$ cat src/design/rx_cfg.svh
`ifndef RX_CFG_SVH
`define RX_CFG_SVH

// receive buffer, in QW
`define RX_BUF_AW     9

// request tags, 8 outstanding
`define RX_TAG_W      3
`define RX_TAG_BASE   5'd0          // tag bits [7:RX_TAG_W]

// stream and buffer word
`define RX_DW         64

// completion header codes
`define RX_CPLD_CODE  7'b100_1010   // fmt/type, completion with data
`define RX_SC         3'b000        // successful completion

`endif

$ cat src/design/rx_pkg.sv
`default_nettype none
`include "rx_cfg.svh"

package rx_pkg;

    typedef logic [`RX_BUF_AW:0]   buf_ptr_t;   // wrap bit on top
    typedef logic [`RX_BUF_AW-1:0] buf_addr_t;
    typedef logic [`RX_TAG_W-1:0]  tag_t;
    typedef logic [`RX_TAG_W:0]    req_cnt_t;   // reaches 2**RX_TAG_W
    typedef logic [9:0]            qw_len_t;
    typedef logic [9:0]            dw_len_t;

    // packing case, {saved dw at start, odd length}
    typedef enum logic [1:0] {
        ALIGN_EE = 2'b00,
        ALIGN_EO = 2'b01,
        ALIGN_OO = 2'b10,
        ALIGN_OE = 2'b11
    } align_e;

    typedef enum logic [2:0] {
        RD_IDLE,
        RD_NEXT,
        RD_WAIT,
        RD_CHECK,
        RD_ACK
    } rd_state_e;

    typedef enum logic [1:0] {
        DEC_IDLE,
        DEC_HDR2,
        DEC_DATA
    } dec_state_e;

endpackage

`default_nettype wire

$ cat src/design/rx_ifs.sv
`timescale 1ns/1ps
`default_nettype none
`include "rx_cfg.svh"

// decoded completion beats
interface cpl_beat_if import rx_pkg::*; ();
    logic              hdr_valid;   // comes with the first payload beat
    tag_t              tag;
    dw_len_t           len_dw;
    logic              beat_valid;
    logic [`RX_DW-1:0] data;
    logic              last;

    modport src (output hdr_valid, tag, len_dw, beat_valid, data, last);
    modport sink (input hdr_valid, tag, len_dw, beat_valid, data, last);
    modport mon (input hdr_valid, len_dw);
endinterface

// one granted read request
interface rd_issue_if import rx_pkg::*; ();
    logic     issued;
    tag_t     tag;
    buf_ptr_t base;      // buffer pointer of the first QW
    qw_len_t  len_qw;

    modport src (output issued, tag, base, len_qw);
    modport sink (input issued, tag, base, len_qw);
endinterface

`default_nettype wire

$ cat src/design/commit_track.sv
`timescale 1ns/1ps
`default_nettype none
`include "rx_cfg.svh"

module commit_track import rx_pkg::*; (
    input  logic     clk,
    input  logic     rst,
    rd_issue_if.sink issue,
    cpl_beat_if.mon  beats,
    input  logic     cpl_end,
    input  tag_t     end_tag,
    input  qw_len_t  end_qw,
    output buf_ptr_t committed_prod,
    output req_cnt_t done_count,
    output logic     cpl_rcved,
    output dw_len_t  cpl_dws
);

    localparam int NTAG = 1 << `RX_TAG_W;

    qw_len_t  rq_len  [NTAG];
    qw_len_t  rcv_len [NTAG];
    buf_ptr_t rq_base [NTAG];
    tag_t     order   [NTAG];   // tags in issue order
    req_cnt_t wr_cnt;
    tag_t     head;
    logic     head_done;
    logic     rcv_pend;
    dw_len_t  cur_dws;
    dw_len_t  pend_dws;

    assign head      = order[done_count[`RX_TAG_W-1:0]];
    assign head_done = (wr_cnt != done_count) && (rcv_len[head] == rq_len[head]);

    always_ff @(posedge clk) begin
        if (issue.issued) begin
            rq_len[issue.tag]               <= issue.len_qw;
            rq_base[issue.tag]              <= issue.base;
            order[wr_cnt[`RX_TAG_W-1:0]]    <= issue.tag;
        end
        if (cpl_end) begin
            rcv_len[end_tag] <= rcv_len[end_tag] + end_qw;
        end
        if (issue.issued) begin
            rcv_len[issue.tag] <= '0;
        end
        if (beats.hdr_valid) begin
            cur_dws <= beats.len_dw;
        end
        pend_dws <= cur_dws;
        cpl_dws  <= pend_dws;
    end

    //////////////////////////////
    // in order commit
    //////////////////////////////
    always_ff @(posedge clk) begin
        if (rst) begin
            wr_cnt         <= '0;
            done_count     <= '0;
            committed_prod <= '0;
            rcv_pend       <= 1'b0;
            cpl_rcved      <= 1'b0;
        end else begin
            rcv_pend  <= cpl_end;
            cpl_rcved <= rcv_pend;
            if (issue.issued) begin
                wr_cnt <= wr_cnt + 1'b1;
            end
            if (head_done) begin
                committed_prod <= rq_base[head] + buf_ptr_t'(rq_len[head]);
                done_count     <= done_count + 1'b1;   // head retired
            end
        end
    end

endmodule

`default_nettype wire

$ cat src/design/cpl_decode.sv
`timescale 1ns/1ps
`default_nettype none
`include "rx_cfg.svh"

module cpl_decode import rx_pkg::*; (
    input  logic              clk,
    input  logic              rst,
    input  logic [`RX_DW-1:0] rx_data,
    input  logic              rx_sof,
    input  logic              rx_eof,
    input  logic              rx_valid,
    cpl_beat_if.src           beats
);

    dec_state_e state;
    logic       hdr_ok;
    logic       tag_ok;

    // beat 1 holds DW0 high and DW1 low, beat 2 holds DW2 high
    assign hdr_ok = (rx_data[62:56] == `RX_CPLD_CODE) && (rx_data[15:13] == `RX_SC);
    assign tag_ok = rx_data[47:40+`RX_TAG_W] == `RX_TAG_BASE;

    always_ff @(posedge clk) begin
        if (rst) begin
            state            <= DEC_IDLE;
            beats.hdr_valid  <= 1'b0;
            beats.beat_valid <= 1'b0;
        end else begin
            beats.hdr_valid  <= 1'b0;
            beats.beat_valid <= 1'b0;
            if (rx_valid && rx_sof) begin
                beats.len_dw <= rx_data[41:32];
                state        <= hdr_ok ? DEC_HDR2 : DEC_IDLE;
            end else if (rx_valid) begin
                case (state)
                    DEC_HDR2: begin
                        beats.tag <= rx_data[40 +: `RX_TAG_W];
                        if (tag_ok) begin
                            beats.hdr_valid  <= 1'b1;
                            beats.beat_valid <= 1'b1;   // first payload DW in low half
                            state            <= rx_eof ? DEC_IDLE : DEC_DATA;
                        end else begin
                            state <= DEC_IDLE;          // foreign tag, drop frame
                        end
                    end
                    DEC_DATA: begin
                        beats.beat_valid <= 1'b1;
                        if (rx_eof) begin
                            state <= DEC_IDLE;
                        end
                    end
                    default: state <= DEC_IDLE;
                endcase
            end
        end
    end

    always_ff @(posedge clk) begin
        if (rx_valid) begin
            beats.data <= rx_data;
            beats.last <= rx_eof;
        end
    end

endmodule

`default_nettype wire

$ cat src/design/cpl_realign.sv
`timescale 1ns/1ps
`default_nettype none
`include "rx_cfg.svh"

module cpl_realign import rx_pkg::*; (
    input  logic              clk,
    input  logic              rst,
    rd_issue_if.sink          issue,
    cpl_beat_if.sink          beats,
    output logic              wr_en,
    output buf_addr_t         wr_addr,
    output logic [`RX_DW-1:0] wr_data,
    output logic              cpl_end,
    output tag_t              end_tag,
    output qw_len_t           end_qw
);

    localparam int NTAG = 1 << `RX_TAG_W;

    // per tag write state
    buf_addr_t         waddr  [NTAG];
    logic [31:0]       sav_dw [NTAG];
    logic [NTAG-1:0]   sav_en;

    align_e            mode;
    align_e            cur_mode;
    buf_addr_t         addr;
    buf_addr_t         cur_addr;
    logic [31:0]       carry;      // low DW of the previous beat
    logic [31:0]       hi;
    logic [31:0]       lo;
    logic [31:0]       keep_dw;
    logic              keep;
    logic              do_wr;
    logic              end_pend;
    logic [`RX_DW-1:0] qw;

    function automatic logic [31:0] swap32(input logic [31:0] d);
        return {d[7:0], d[15:8], d[23:16], d[31:24]};
    endfunction

    // later beats carry the earlier DW in the high half
    assign hi = beats.data[`RX_DW-1:32];
    assign lo = beats.data[31:0];

    //////////////////////////////
    // packing case per beat
    //////////////////////////////
    always_comb begin
        mode = cur_mode;
        addr = cur_addr;
        if (beats.hdr_valid) begin
            mode = align_e'({sav_en[beats.tag], beats.len_dw[0]});
            addr = waddr[beats.tag];
        end
        do_wr   = 1'b0;
        keep    = 1'b0;
        keep_dw = lo;
        qw      = {swap32(hi), swap32(carry)};
        case (mode)
            ALIGN_EE: do_wr = !beats.hdr_valid;   // first DW waits in carry
            ALIGN_EO: begin
                do_wr = !beats.hdr_valid;
                keep  = beats.last;               // odd DW left over
            end
            default: begin                        // saved DW fills the first low half
                do_wr   = !(mode == ALIGN_OO && beats.last);
                keep    = (mode == ALIGN_OO) && beats.last;
                keep_dw = hi;
                if (beats.hdr_valid) begin
                    qw = {swap32(lo), swap32(sav_dw[beats.tag])};
                end else begin
                    qw = {swap32(lo), swap32(hi)};
                end
            end
        endcase
    end

    always_ff @(posedge clk) begin
        if (rst) begin
            wr_en    <= 1'b0;
            end_pend <= 1'b0;
            cpl_end  <= 1'b0;
            sav_en   <= '0;
        end else begin
            wr_en    <= beats.beat_valid && do_wr;
            end_pend <= beats.beat_valid && beats.last;
            cpl_end  <= end_pend;                 // one cycle after the last write
            if (beats.beat_valid && beats.last) begin
                sav_en[beats.tag] <= keep;
            end
            if (issue.issued) begin
                sav_en[issue.tag] <= 1'b0;
            end
        end
    end

    //////////////////////////////
    // write path and tag update
    //////////////////////////////
    always_ff @(posedge clk) begin
        wr_addr <= addr;
        wr_data <= qw;
        if (beats.beat_valid) begin
            carry    <= lo;
            cur_mode <= mode;
            cur_addr <= addr + buf_addr_t'(do_wr);
            if (beats.last) begin
                waddr[beats.tag]  <= addr + buf_addr_t'(do_wr);
                sav_dw[beats.tag] <= keep_dw;
                end_tag           <= beats.tag;
                // mode[1] is the saved flag at start
                end_qw <= qw_len_t'((11'(beats.len_dw) + 11'(mode[1])) >> 1);
            end
        end
        if (issue.issued) begin
            waddr[issue.tag] <= issue.base[`RX_BUF_AW-1:0];
        end
    end

endmodule

`default_nettype wire

$ cat src/design/cpl_rx_top.sv
`timescale 1ns/1ps
`default_nettype none
`include "rx_cfg.svh"

module cpl_rx_top import rx_pkg::*; (
    input  logic              clk,
    input  logic              rst,
    input  logic [63:0]       desc_addr,
    input  logic [31:0]       desc_len,
    input  logic              desc_valid,
    output logic              desc_done,
    input  logic [2:0]        max_rd_req,
    input  logic [`RX_DW-1:0] rx_data,
    input  logic              rx_sof,
    input  logic              rx_eof,
    input  logic              rx_valid,
    output logic              rd,
    output logic [63:0]       rd_addr,
    output qw_len_t           rd_qw,
    input  logic              rd_ack,
    input  tag_t              rd_tag,
    output logic              wr_en,
    output buf_addr_t         wr_addr,
    output logic [`RX_DW-1:0] wr_data,
    output buf_ptr_t          committed_prod,
    input  buf_ptr_t          committed_cons,
    output logic              cpl_rcved,
    output dw_len_t           cpl_dws
);

    cpl_beat_if beats ();
    rd_issue_if issue ();

    logic     cpl_end;
    tag_t     end_tag;
    qw_len_t  end_qw;
    req_cnt_t done_count;

    rd_request i_rd_request (
        .clk            (clk),
        .rst            (rst),
        .desc_addr      (desc_addr),
        .desc_len       (desc_len),
        .desc_valid     (desc_valid),
        .desc_done      (desc_done),
        .max_rd_req     (max_rd_req),
        .committed_cons (committed_cons),
        .done_count     (done_count),
        .rd             (rd),
        .rd_addr        (rd_addr),
        .rd_qw          (rd_qw),
        .rd_ack         (rd_ack),
        .rd_tag         (rd_tag),
        .issue          (issue.src)
    );

    cpl_decode i_cpl_decode (
        .clk      (clk),
        .rst      (rst),
        .rx_data  (rx_data),
        .rx_sof   (rx_sof),
        .rx_eof   (rx_eof),
        .rx_valid (rx_valid),
        .beats    (beats.src)
    );

    cpl_realign i_cpl_realign (
        .clk     (clk),
        .rst     (rst),
        .issue   (issue.sink),
        .beats   (beats.sink),
        .wr_en   (wr_en),
        .wr_addr (wr_addr),
        .wr_data (wr_data),
        .cpl_end (cpl_end),
        .end_tag (end_tag),
        .end_qw  (end_qw)
    );

    commit_track i_commit_track (
        .clk            (clk),
        .rst            (rst),
        .issue          (issue.sink),
        .beats          (beats.mon),
        .cpl_end        (cpl_end),
        .end_tag        (end_tag),
        .end_qw         (end_qw),
        .committed_prod (committed_prod),
        .done_count     (done_count),
        .cpl_rcved      (cpl_rcved),
        .cpl_dws        (cpl_dws)
    );

endmodule

`default_nettype wire

$ cat src/design/rd_request.sv
`timescale 1ns/1ps
`default_nettype none
`include "rx_cfg.svh"

module rd_request import rx_pkg::*; (
    input  logic        clk,
    input  logic        rst,
    input  logic [63:0] desc_addr,
    input  logic [31:0] desc_len,
    input  logic        desc_valid,
    output logic        desc_done,
    input  logic [2:0]  max_rd_req,
    input  buf_ptr_t    committed_cons,
    input  req_cnt_t    done_count,
    output logic        rd,
    output logic [63:0] rd_addr,
    output qw_len_t     rd_qw,
    input  logic        rd_ack,
    input  tag_t        rd_tag,
    rd_issue_if.src     issue
);

    rd_state_e   state;
    logic [2:0]  mx_reg;
    qw_len_t     cap;
    qw_len_t     sz;
    qw_len_t     req_sz;
    logic [63:0] host_addr;
    logic [31:0] left;         // QWs still to request
    buf_ptr_t    ptr;
    buf_ptr_t    occ;
    req_cnt_t    sent;
    req_cnt_t    os;
    logic        room_ok;
    logic        os_ok;

    assign sz  = (left > 32'(cap)) ? cap : qw_len_t'(left);
    assign occ = ptr - committed_cons;   // wrap bit keeps this right
    assign os  = sent - done_count;

    //////////////////////////////
    // size cap and limits
    //////////////////////////////
    always_ff @(posedge clk) begin
        mx_reg <= max_rd_req;
        if (mx_reg[2] || (&mx_reg[1:0])) begin
            cap <= 10'd128;
        end else if (mx_reg[1]) begin
            cap <= 10'd64;
        end else if (mx_reg[0]) begin
            cap <= 10'd32;
        end else begin
            cap <= 10'd16;
        end
        req_sz  <= sz;
        room_ok <= ({1'b0, occ} + 11'(sz)) <= 11'(1 << `RX_BUF_AW);
        os_ok   <= os < req_cnt_t'(1 << `RX_TAG_W);
    end

    //////////////////////////////
    // request FSM
    //////////////////////////////
    always_ff @(posedge clk) begin
        if (rst) begin
            state        <= RD_IDLE;
            rd           <= 1'b0;
            desc_done    <= 1'b0;
            issue.issued <= 1'b0;
            ptr          <= '0;
            sent         <= '0;
        end else begin
            desc_done    <= 1'b0;
            issue.issued <= 1'b0;
            case (state)
                RD_IDLE: begin
                    host_addr <= desc_addr;
                    left      <= desc_len;
                    if (desc_valid) begin
                        state <= RD_NEXT;
                    end
                end
                RD_NEXT: begin
                    if (left == '0) begin
                        desc_done <= 1'b1;   // last request went out
                        state     <= RD_IDLE;
                    end else begin
                        state <= RD_WAIT;
                    end
                end
                RD_WAIT: state <= RD_CHECK;   // let req_sz and room_ok settle
                RD_CHECK: begin
                    rd_addr <= host_addr;
                    rd_qw   <= req_sz;
                    if (room_ok && os_ok) begin
                        rd    <= 1'b1;
                        state <= RD_ACK;
                    end
                end
                RD_ACK: begin
                    if (rd_ack) begin
                        rd           <= 1'b0;
                        issue.issued <= 1'b1;
                        issue.tag    <= rd_tag;
                        issue.base   <= ptr;
                        issue.len_qw <= rd_qw;
                        ptr          <= ptr + buf_ptr_t'(rd_qw);
                        host_addr    <= host_addr + 64'({rd_qw, 3'b000});
                        left         <= left - 32'(rd_qw);
                        sent         <= sent + 1'b1;
                        state        <= RD_NEXT;
                    end
                end
                default: state <= RD_IDLE;
            endcase
        end
    end

endmodule

`default_nettype wire

$ cat config.mk
export PLATFORM = sky130hd
export DESIGN_NAME = cpl_rx_top
export DESIGN_NICKNAME = d
export VERILOG_FILES = /design/src/design/rx_pkg.sv /design/src/design/rx_ifs.sv /design/src/design/commit_track.sv /design/src/design/cpl_decode.sv /design/src/design/cpl_realign.sv /design/src/design/cpl_rx_top.sv /design/src/design/rd_request.sv
export VERILOG_INCLUDE_DIRS = /design/src /design/src/design
export SDC_FILE = /design/constraint.sdc
export NUM_CORES = 2
export LEC_CHECK = 0
export BUFFER_PORTS_ARGS = -buffer_cell sky130_fd_sc_hd__buf_4
export CAP_MARGIN = 30
export CELL_PAD_IN_SITES_DETAIL_PLACEMENT = 1
export CELL_PAD_IN_SITES_GLOBAL_PLACEMENT = 1
export CORE_MARGIN = 5
export CORE_UTILIZATION = 44
export CTS_CLUSTER_DIAMETER = 80
export DETAILED_ROUTE_END_ITERATION = 8
export PLACE_DENSITY = 0.78
export RECOVER_POWER = 50
export SYNTH_ARGS = -nofsm -noshare
export SYNTH_HDL_FRONTEND = slang
export SYNTH_HIERARCHICAL = 1
export SYNTH_SLANG_ARGS = --single-unit
$ cat constraint.sdc
create_clock -name clk -period 12.03 [get_ports clk]
set_input_delay 1.8045 -clock clk [delete_from_list [all_inputs] [get_ports clk]]
set_output_delay 1.8045 -clock clk [all_outputs]
set_load 0.01 [all_outputs]
==> reports/qor_table.md <==
| Quantity | Value | Unit |
| --- | --- | --- |
| Critical path's largest stage delay | 2880 | ps |
| Post-synth top flop | sky130_fd_sc_hd__edfxtp_1 | - |
| Total of max-cap violations | 20 | - |
| End of the worst register-to-register path | i_cpl_realign/waddr[0][3]$_DFFE_PP_ | - |
| Max clock buf depth | 3 | - |
| Synthesized cell area | 0.0472 | mm² |
| # fillers | 10900 | - |
| Number of distinct library cells after synthesis | 101 | - |
| Setup slack of the most critical reg-to-reg path | 4300 | ps |
| CP Launch Type | register | - |
| Fraction of the cycle the final worst path needs | 64.2 | % |
| Site Rows | 120 | - |
| Hold Violations, Final | 0 | - |
| Total routing resource utilization after global routing | 24.9 | % |
| Port bufs | 353 | - |
| Amount of wire on met3 after detailed routing | 11400 | µm |
| Req. time, crit path | 12440 | ps |
| Share of synthesized area spent on multiplexers | 6.70 | % |
| Cell family contributing the most delay on the critical path | buffers and inverters | - |
| Crit Path Category | register to register | - |
| Detailed-route wire length on metal 1 | 57200 | µm |
| Critical Path Fanout Max | 64 | - |
| Power share of the clock group | 46.1 | % |
| First-pass GRT wire length | 215000 | µm |
| Arrival time at the worst endpoint | 8140 | ps |
| DIE WIDTH | 338 | µm |
| Post-CTS Setup Inserts | 0 | - |
| Final clock skew | 36.9 | ps |
| Setup repair after global routing missed its margin | no | - |
| Maximum vdd ir drop | 0.118 | mV |
| Via count | 32600 | - |
| Failing checks | max-capacitance violations, max-slew violations | - |
| TritonCTS clock tree | yes | - |
| Capture point of the critical path | i_cpl_realign/waddr[0][3]$_DFFE_PP_ | - |
| Floorplan Core Area | 0.107 | mm² |
| DIE AREA | 0.114 | mm² |
| Count of hold-fix buffers inserted at cts | 0 | - |
| Initial Utilization | 44.2 | % |
| Met2 routed wirelength | 72500 | µm |
| Number of pins exceeding their max-slew limit in the final report | 787 | - |
| Number of buffers added by the clock tree synthesis step | 115 | - |
| Critical path cell sequence | clkbuf_1, inv_1, mux4_2, a31oi_1, and4bb_1, xnor2_1, a21oi_1 | - |
| Remaining global-route overflow | 0 | - |
| Total buffers and inverters traversed by the critical path | 2 | - |
| Type of the worst min-delay path | register to register | - |
| Clock Tree Root | sky130_fd_sc_hd__clkbuf_16 | - |
| Logic pwr share | 3.5 | % |
| H-Tree Depth | 3 | - |
| Outcome | complete, but fails checks | - |
| Stages on the worst setup path | 7 | - |
| Boundary pin count | 354 | - |
| Share of final-layout standard cells stronger than drive strength 1 | 16.4 | % |
| Achievable Freq | 129 | MHz |
| Share of total power consumed by net switching | 21.6 | % |
| Static power due to leakage | 19.7 | nW |
| Number of warnings issued by yosys | 6 | - |
| Residual DRC count | 0 | - |
| Final count of negative-setup-slack endpoints | 0 | - |
| Number of flip-flops under the largest register name | 256 | - |
| First-iteration detailed-routing DRC count | 2792 | - |
| Average detailed-routed wire length per instance | 26.1 | µm |
| Antenna Violating Nets Remaining | 0 | - |
| Net count, final | 4344 | - |
| Die Y-Extent | 338 | µm |
| Internal | 6.57 | mW |
| Final critical path time including I/O delays and setup | 7730 | ps |
| Sequential element share of the synthesized area | 64.6 | % |
| Worst Setup End Kind | register | - |
| Highest routed metal layer | met5 | - |
| Post-synthesis async set-or-reset flop share | 0 | % |
| Layout overhead on the synthesized area | 16.3 | % |
| Syn Inst Count | 3740 | - |
| Remaining max-slew budget at the tightest pin | -174 | % |
| Antenna violations before repair | 7 | - |
| Basic-gate share of the synthesized area counting and, or, nand and nor cells | 11.6 | % |
| Sink Count | 1099 | - |
| Compound-Gate Fraction of Synth Area | 8.75 | % |
| Xor and xnor area share after synthesis | 3.32 | % |
| Pin count of the biggest net entering global routing | 116 | - |
| Adder-cell share of the synthesized area | 2.42 | % |
| Net Sw Power | 1.81 | mW |
| Biggest register | i_cpl_realign/sav_dw | - |
| Resized Gates After CTS | 0 | - |
| Clock Latency Late Sink | 720 | ps |
| Vias in the first global route | 34000 | - |
| Detailed placement HPWL | 94900 | µm |
| Critical R2R Launch | i_cpl_decode/beats.tag[2]$_DFFE_PP_ | - |
| Pre-Repair DR Iteration Count | 6 | - |
| Crit path max-delay cell type | sky130_fd_sc_hd__clkbuf_1 | - |
| Final TNS setup | 0 | ps |
| Post-synthesis sequential element count | 1099 | - |
| Drt total wl | 146000 | µm |
| Sequential fraction of design power | 50.4 | % |
| Count of flip-flops with a built-in enable after synthesis | 849 | - |
| Ratio of total power to cell area | 152 | mW/mm² |
| Vias per cell | 5.84 | - |
| Number of cell instances on the worst register-to-register path | 7 | - |
| Launching instance or port of the critical path | i_cpl_decode/beats.tag[2]$_DFFE_PP_ | - |
| Combinational family with the most area after synthesis | simple AND/OR/NAND/NOR gates | - |
| Global placer's final weighted congestion | 0.816 | - |
| Clock-pin transition on the worst setup and hold timing paths | 60 | ps |
| Post-route total power | 8.38 | mW |
| Worst Max-Slew Pin Slew | 4110 | ps |
| Mean Syn Cell Area | 12.6 | µm² |
[through the flow]
step	std cells	setup slack, ps	utilization, %	instance area, µm²	hold slack (ps)
6_report	5584	4300	51.4	54900	327
3_5_place_dp	5359	7060	48.0	51300	313
3_3_place_gp	5353	7150	48.0	51300	313
4_1_cts	5579	7080	51.9	55500	327
5_1_grt	5580	4100	51.4	54900	334
2_1_floorplan	3743	613	-	47300	310
[layout make-up]
type / instances / area, µm² / share of cell area, %
sequential: 1099 / 30500 / 55.5
multi-input combinational: 2357 / 15600 / 28.4
clock buffer: 162 / 3340 / 6.09
timing repair buffer: 413 / 2620 / 4.76
tap: 1403 / 1760 / 3.20
clock inverter: 58 / 803 / 1.46
inverter: 88 / 330 / 0.601
antenna: 4 / 10.0 / 0.0182
[kinds of logic after synthesis]
kind of cell    count (synthesis)
simple gates                 1219
flops                        1099
compound gates                645
buf+inv                       287
mux                           223
xor+xnor                      179
fa+ha+maj                      87
other cells                     1
[synth_stat cells, types with 23 or more instances]
master	number	share of area, %
sky130_fd_sc_hd__edfxtp_1	849	54
sky130_fd_sc_hd__nand2_1	670	5.3
sky130_fd_sc_hd__dfxtp_1	250	11
sky130_fd_sc_hd__nor2_1	213	1.7
sky130_fd_sc_hd__o21ai_0	186	2.0
sky130_fd_sc_hd__a21oi_1	161	1.7
sky130_fd_sc_hd__clkbuf_1	119	0.95
sky130_fd_sc_hd__xor2_1	98	1.8
sky130_fd_sc_hd__mux2_2	92	2.2
sky130_fd_sc_hd__inv_1	88	0.70
sky130_fd_sc_hd__xnor2_1	81	1.5
sky130_fd_sc_hd__ha_1	80	2.1
sky130_fd_sc_hd__mux2i_1	66	1.4
sky130_fd_sc_hd__nand3_1	66	0.70
sky130_fd_sc_hd__mux4_2	64	3.1
sky130_fd_sc_hd__nand4_1	38	0.50
sky130_fd_sc_hd__nor3_1	38	0.40
sky130_fd_sc_hd__buf_2	35	0.37
sky130_fd_sc_hd__a31oi_1	33	0.44
sky130_fd_sc_hd__a221oi_1	29	0.54
sky130_fd_sc_hd__and3_1	29	0.38
sky130_fd_sc_hd__nor2b_1	29	0.38
sky130_fd_sc_hd__a21o_1	28	0.44
sky130_fd_sc_hd__buf_1	25	0.20
sky130_fd_sc_hd__a211oi_1	23	0.37
sky130_fd_sc_hd__a221o_1	23	0.49
sky130_fd_sc_hd__nand2b_1	23	0.30
[power groups by stage]
stage	clock network, mW	registers (mW)	logic [mW]
after floorplan	0	4.29	0.155
after CTS	3.93	4.22	0.310
after global placement	0	4.30	0.293
after global routing	4.11	4.23	0.323
final	3.86	4.23	0.294
after detailed placement	0	4.30	0.304
[routing by layer]
metal,global-route usage [%],up-vias
met3,6.07,266
met1,31.3,16700
met2,42.4,1266
met5,0,-
li1,-,14400
met4,8.49,2
[how the worst min path moves through the flow]
stage | to | slack, ps | depth (start not counted) | start
after global routing | i_commit_track/cpl_dws[9]$_DFF_P_ | 330 | 0 | i_commit_track/pend_dws[9]$_DFF_P_
after CTS | i_commit_track/cpl_dws[7]$_DFF_P_ | 330 | 0 | i_commit_track/pend_dws[7]$_DFF_P_
after global placement | i_commit_track/cpl_dws[6]$_DFF_P_ | 310 | 0 | i_commit_track/pend_dws[6]$_DFF_P_
after detailed placement | i_commit_track/cpl_dws[1]$_DFF_P_ | 310 | 0 | i_commit_track/pend_dws[1]$_DFF_P_
final | i_commit_track/cpl_dws[6]$_DFF_P_ | 330 | 0 | i_commit_track/pend_dws[6]$_DFF_P_
after floorplan | i_commit_track/cpl_dws[0]$_DFF_P_ | 310 | 0 | i_commit_track/pend_dws[0]$_DFF_P_
[worst register-to-register path, cell delays in order, from the launching register on]
cell and delay [ps]:
sky130_fd_sc_hd__edfxtp_1 360, sky130_fd_sc_hd__clkbuf_1 2880, sky130_fd_sc_hd__inv_1 1640, sky130_fd_sc_hd__mux4_2 610
sky130_fd_sc_hd__a31oi_1 470, sky130_fd_sc_hd__and4bb_1 850, sky130_fd_sc_hd__xnor2_1 440, sky130_fd_sc_hd__a21oi_1 170
[cells in the final DEF (no fill, tap or decap), types with 34 or more instances in the layout]
| master | n |
|---|---|
| sky130_fd_sc_hd__edfxtp_1 | 849 |
| sky130_fd_sc_hd__o21ai_0 | 187 |
| sky130_fd_sc_hd__nand2_1 | 669 |
| sky130_fd_sc_hd__mux2i_1 | 64 |
| sky130_fd_sc_hd__clkbuf_16 | 120 |
| sky130_fd_sc_hd__nor3_1 | 36 |
| sky130_fd_sc_hd__a31oi_1 | 34 |
| sky130_fd_sc_hd__mux4_2 | 64 |
| sky130_fd_sc_hd__dfxtp_1 | 250 |
| sky130_fd_sc_hd__nor2_1 | 204 |
| sky130_fd_sc_hd__xnor2_1 | 81 |
| sky130_fd_sc_hd__nand3_1 | 66 |
| sky130_fd_sc_hd__nand4_1 | 38 |
| sky130_fd_sc_hd__buf_4 | 241 |
| sky130_fd_sc_hd__inv_1 | 87 |
| sky130_fd_sc_hd__ha_1 | 80 |
| sky130_fd_sc_hd__mux2_2 | 91 |
| sky130_fd_sc_hd__xor2_1 | 98 |
| sky130_fd_sc_hd__a21oi_1 | 161 |
| sky130_fd_sc_hd__clkbuf_1 | 157 |
| sky130_fd_sc_hd__clkbuf_4 | 36 |
(Power assumes the default switching activity.)
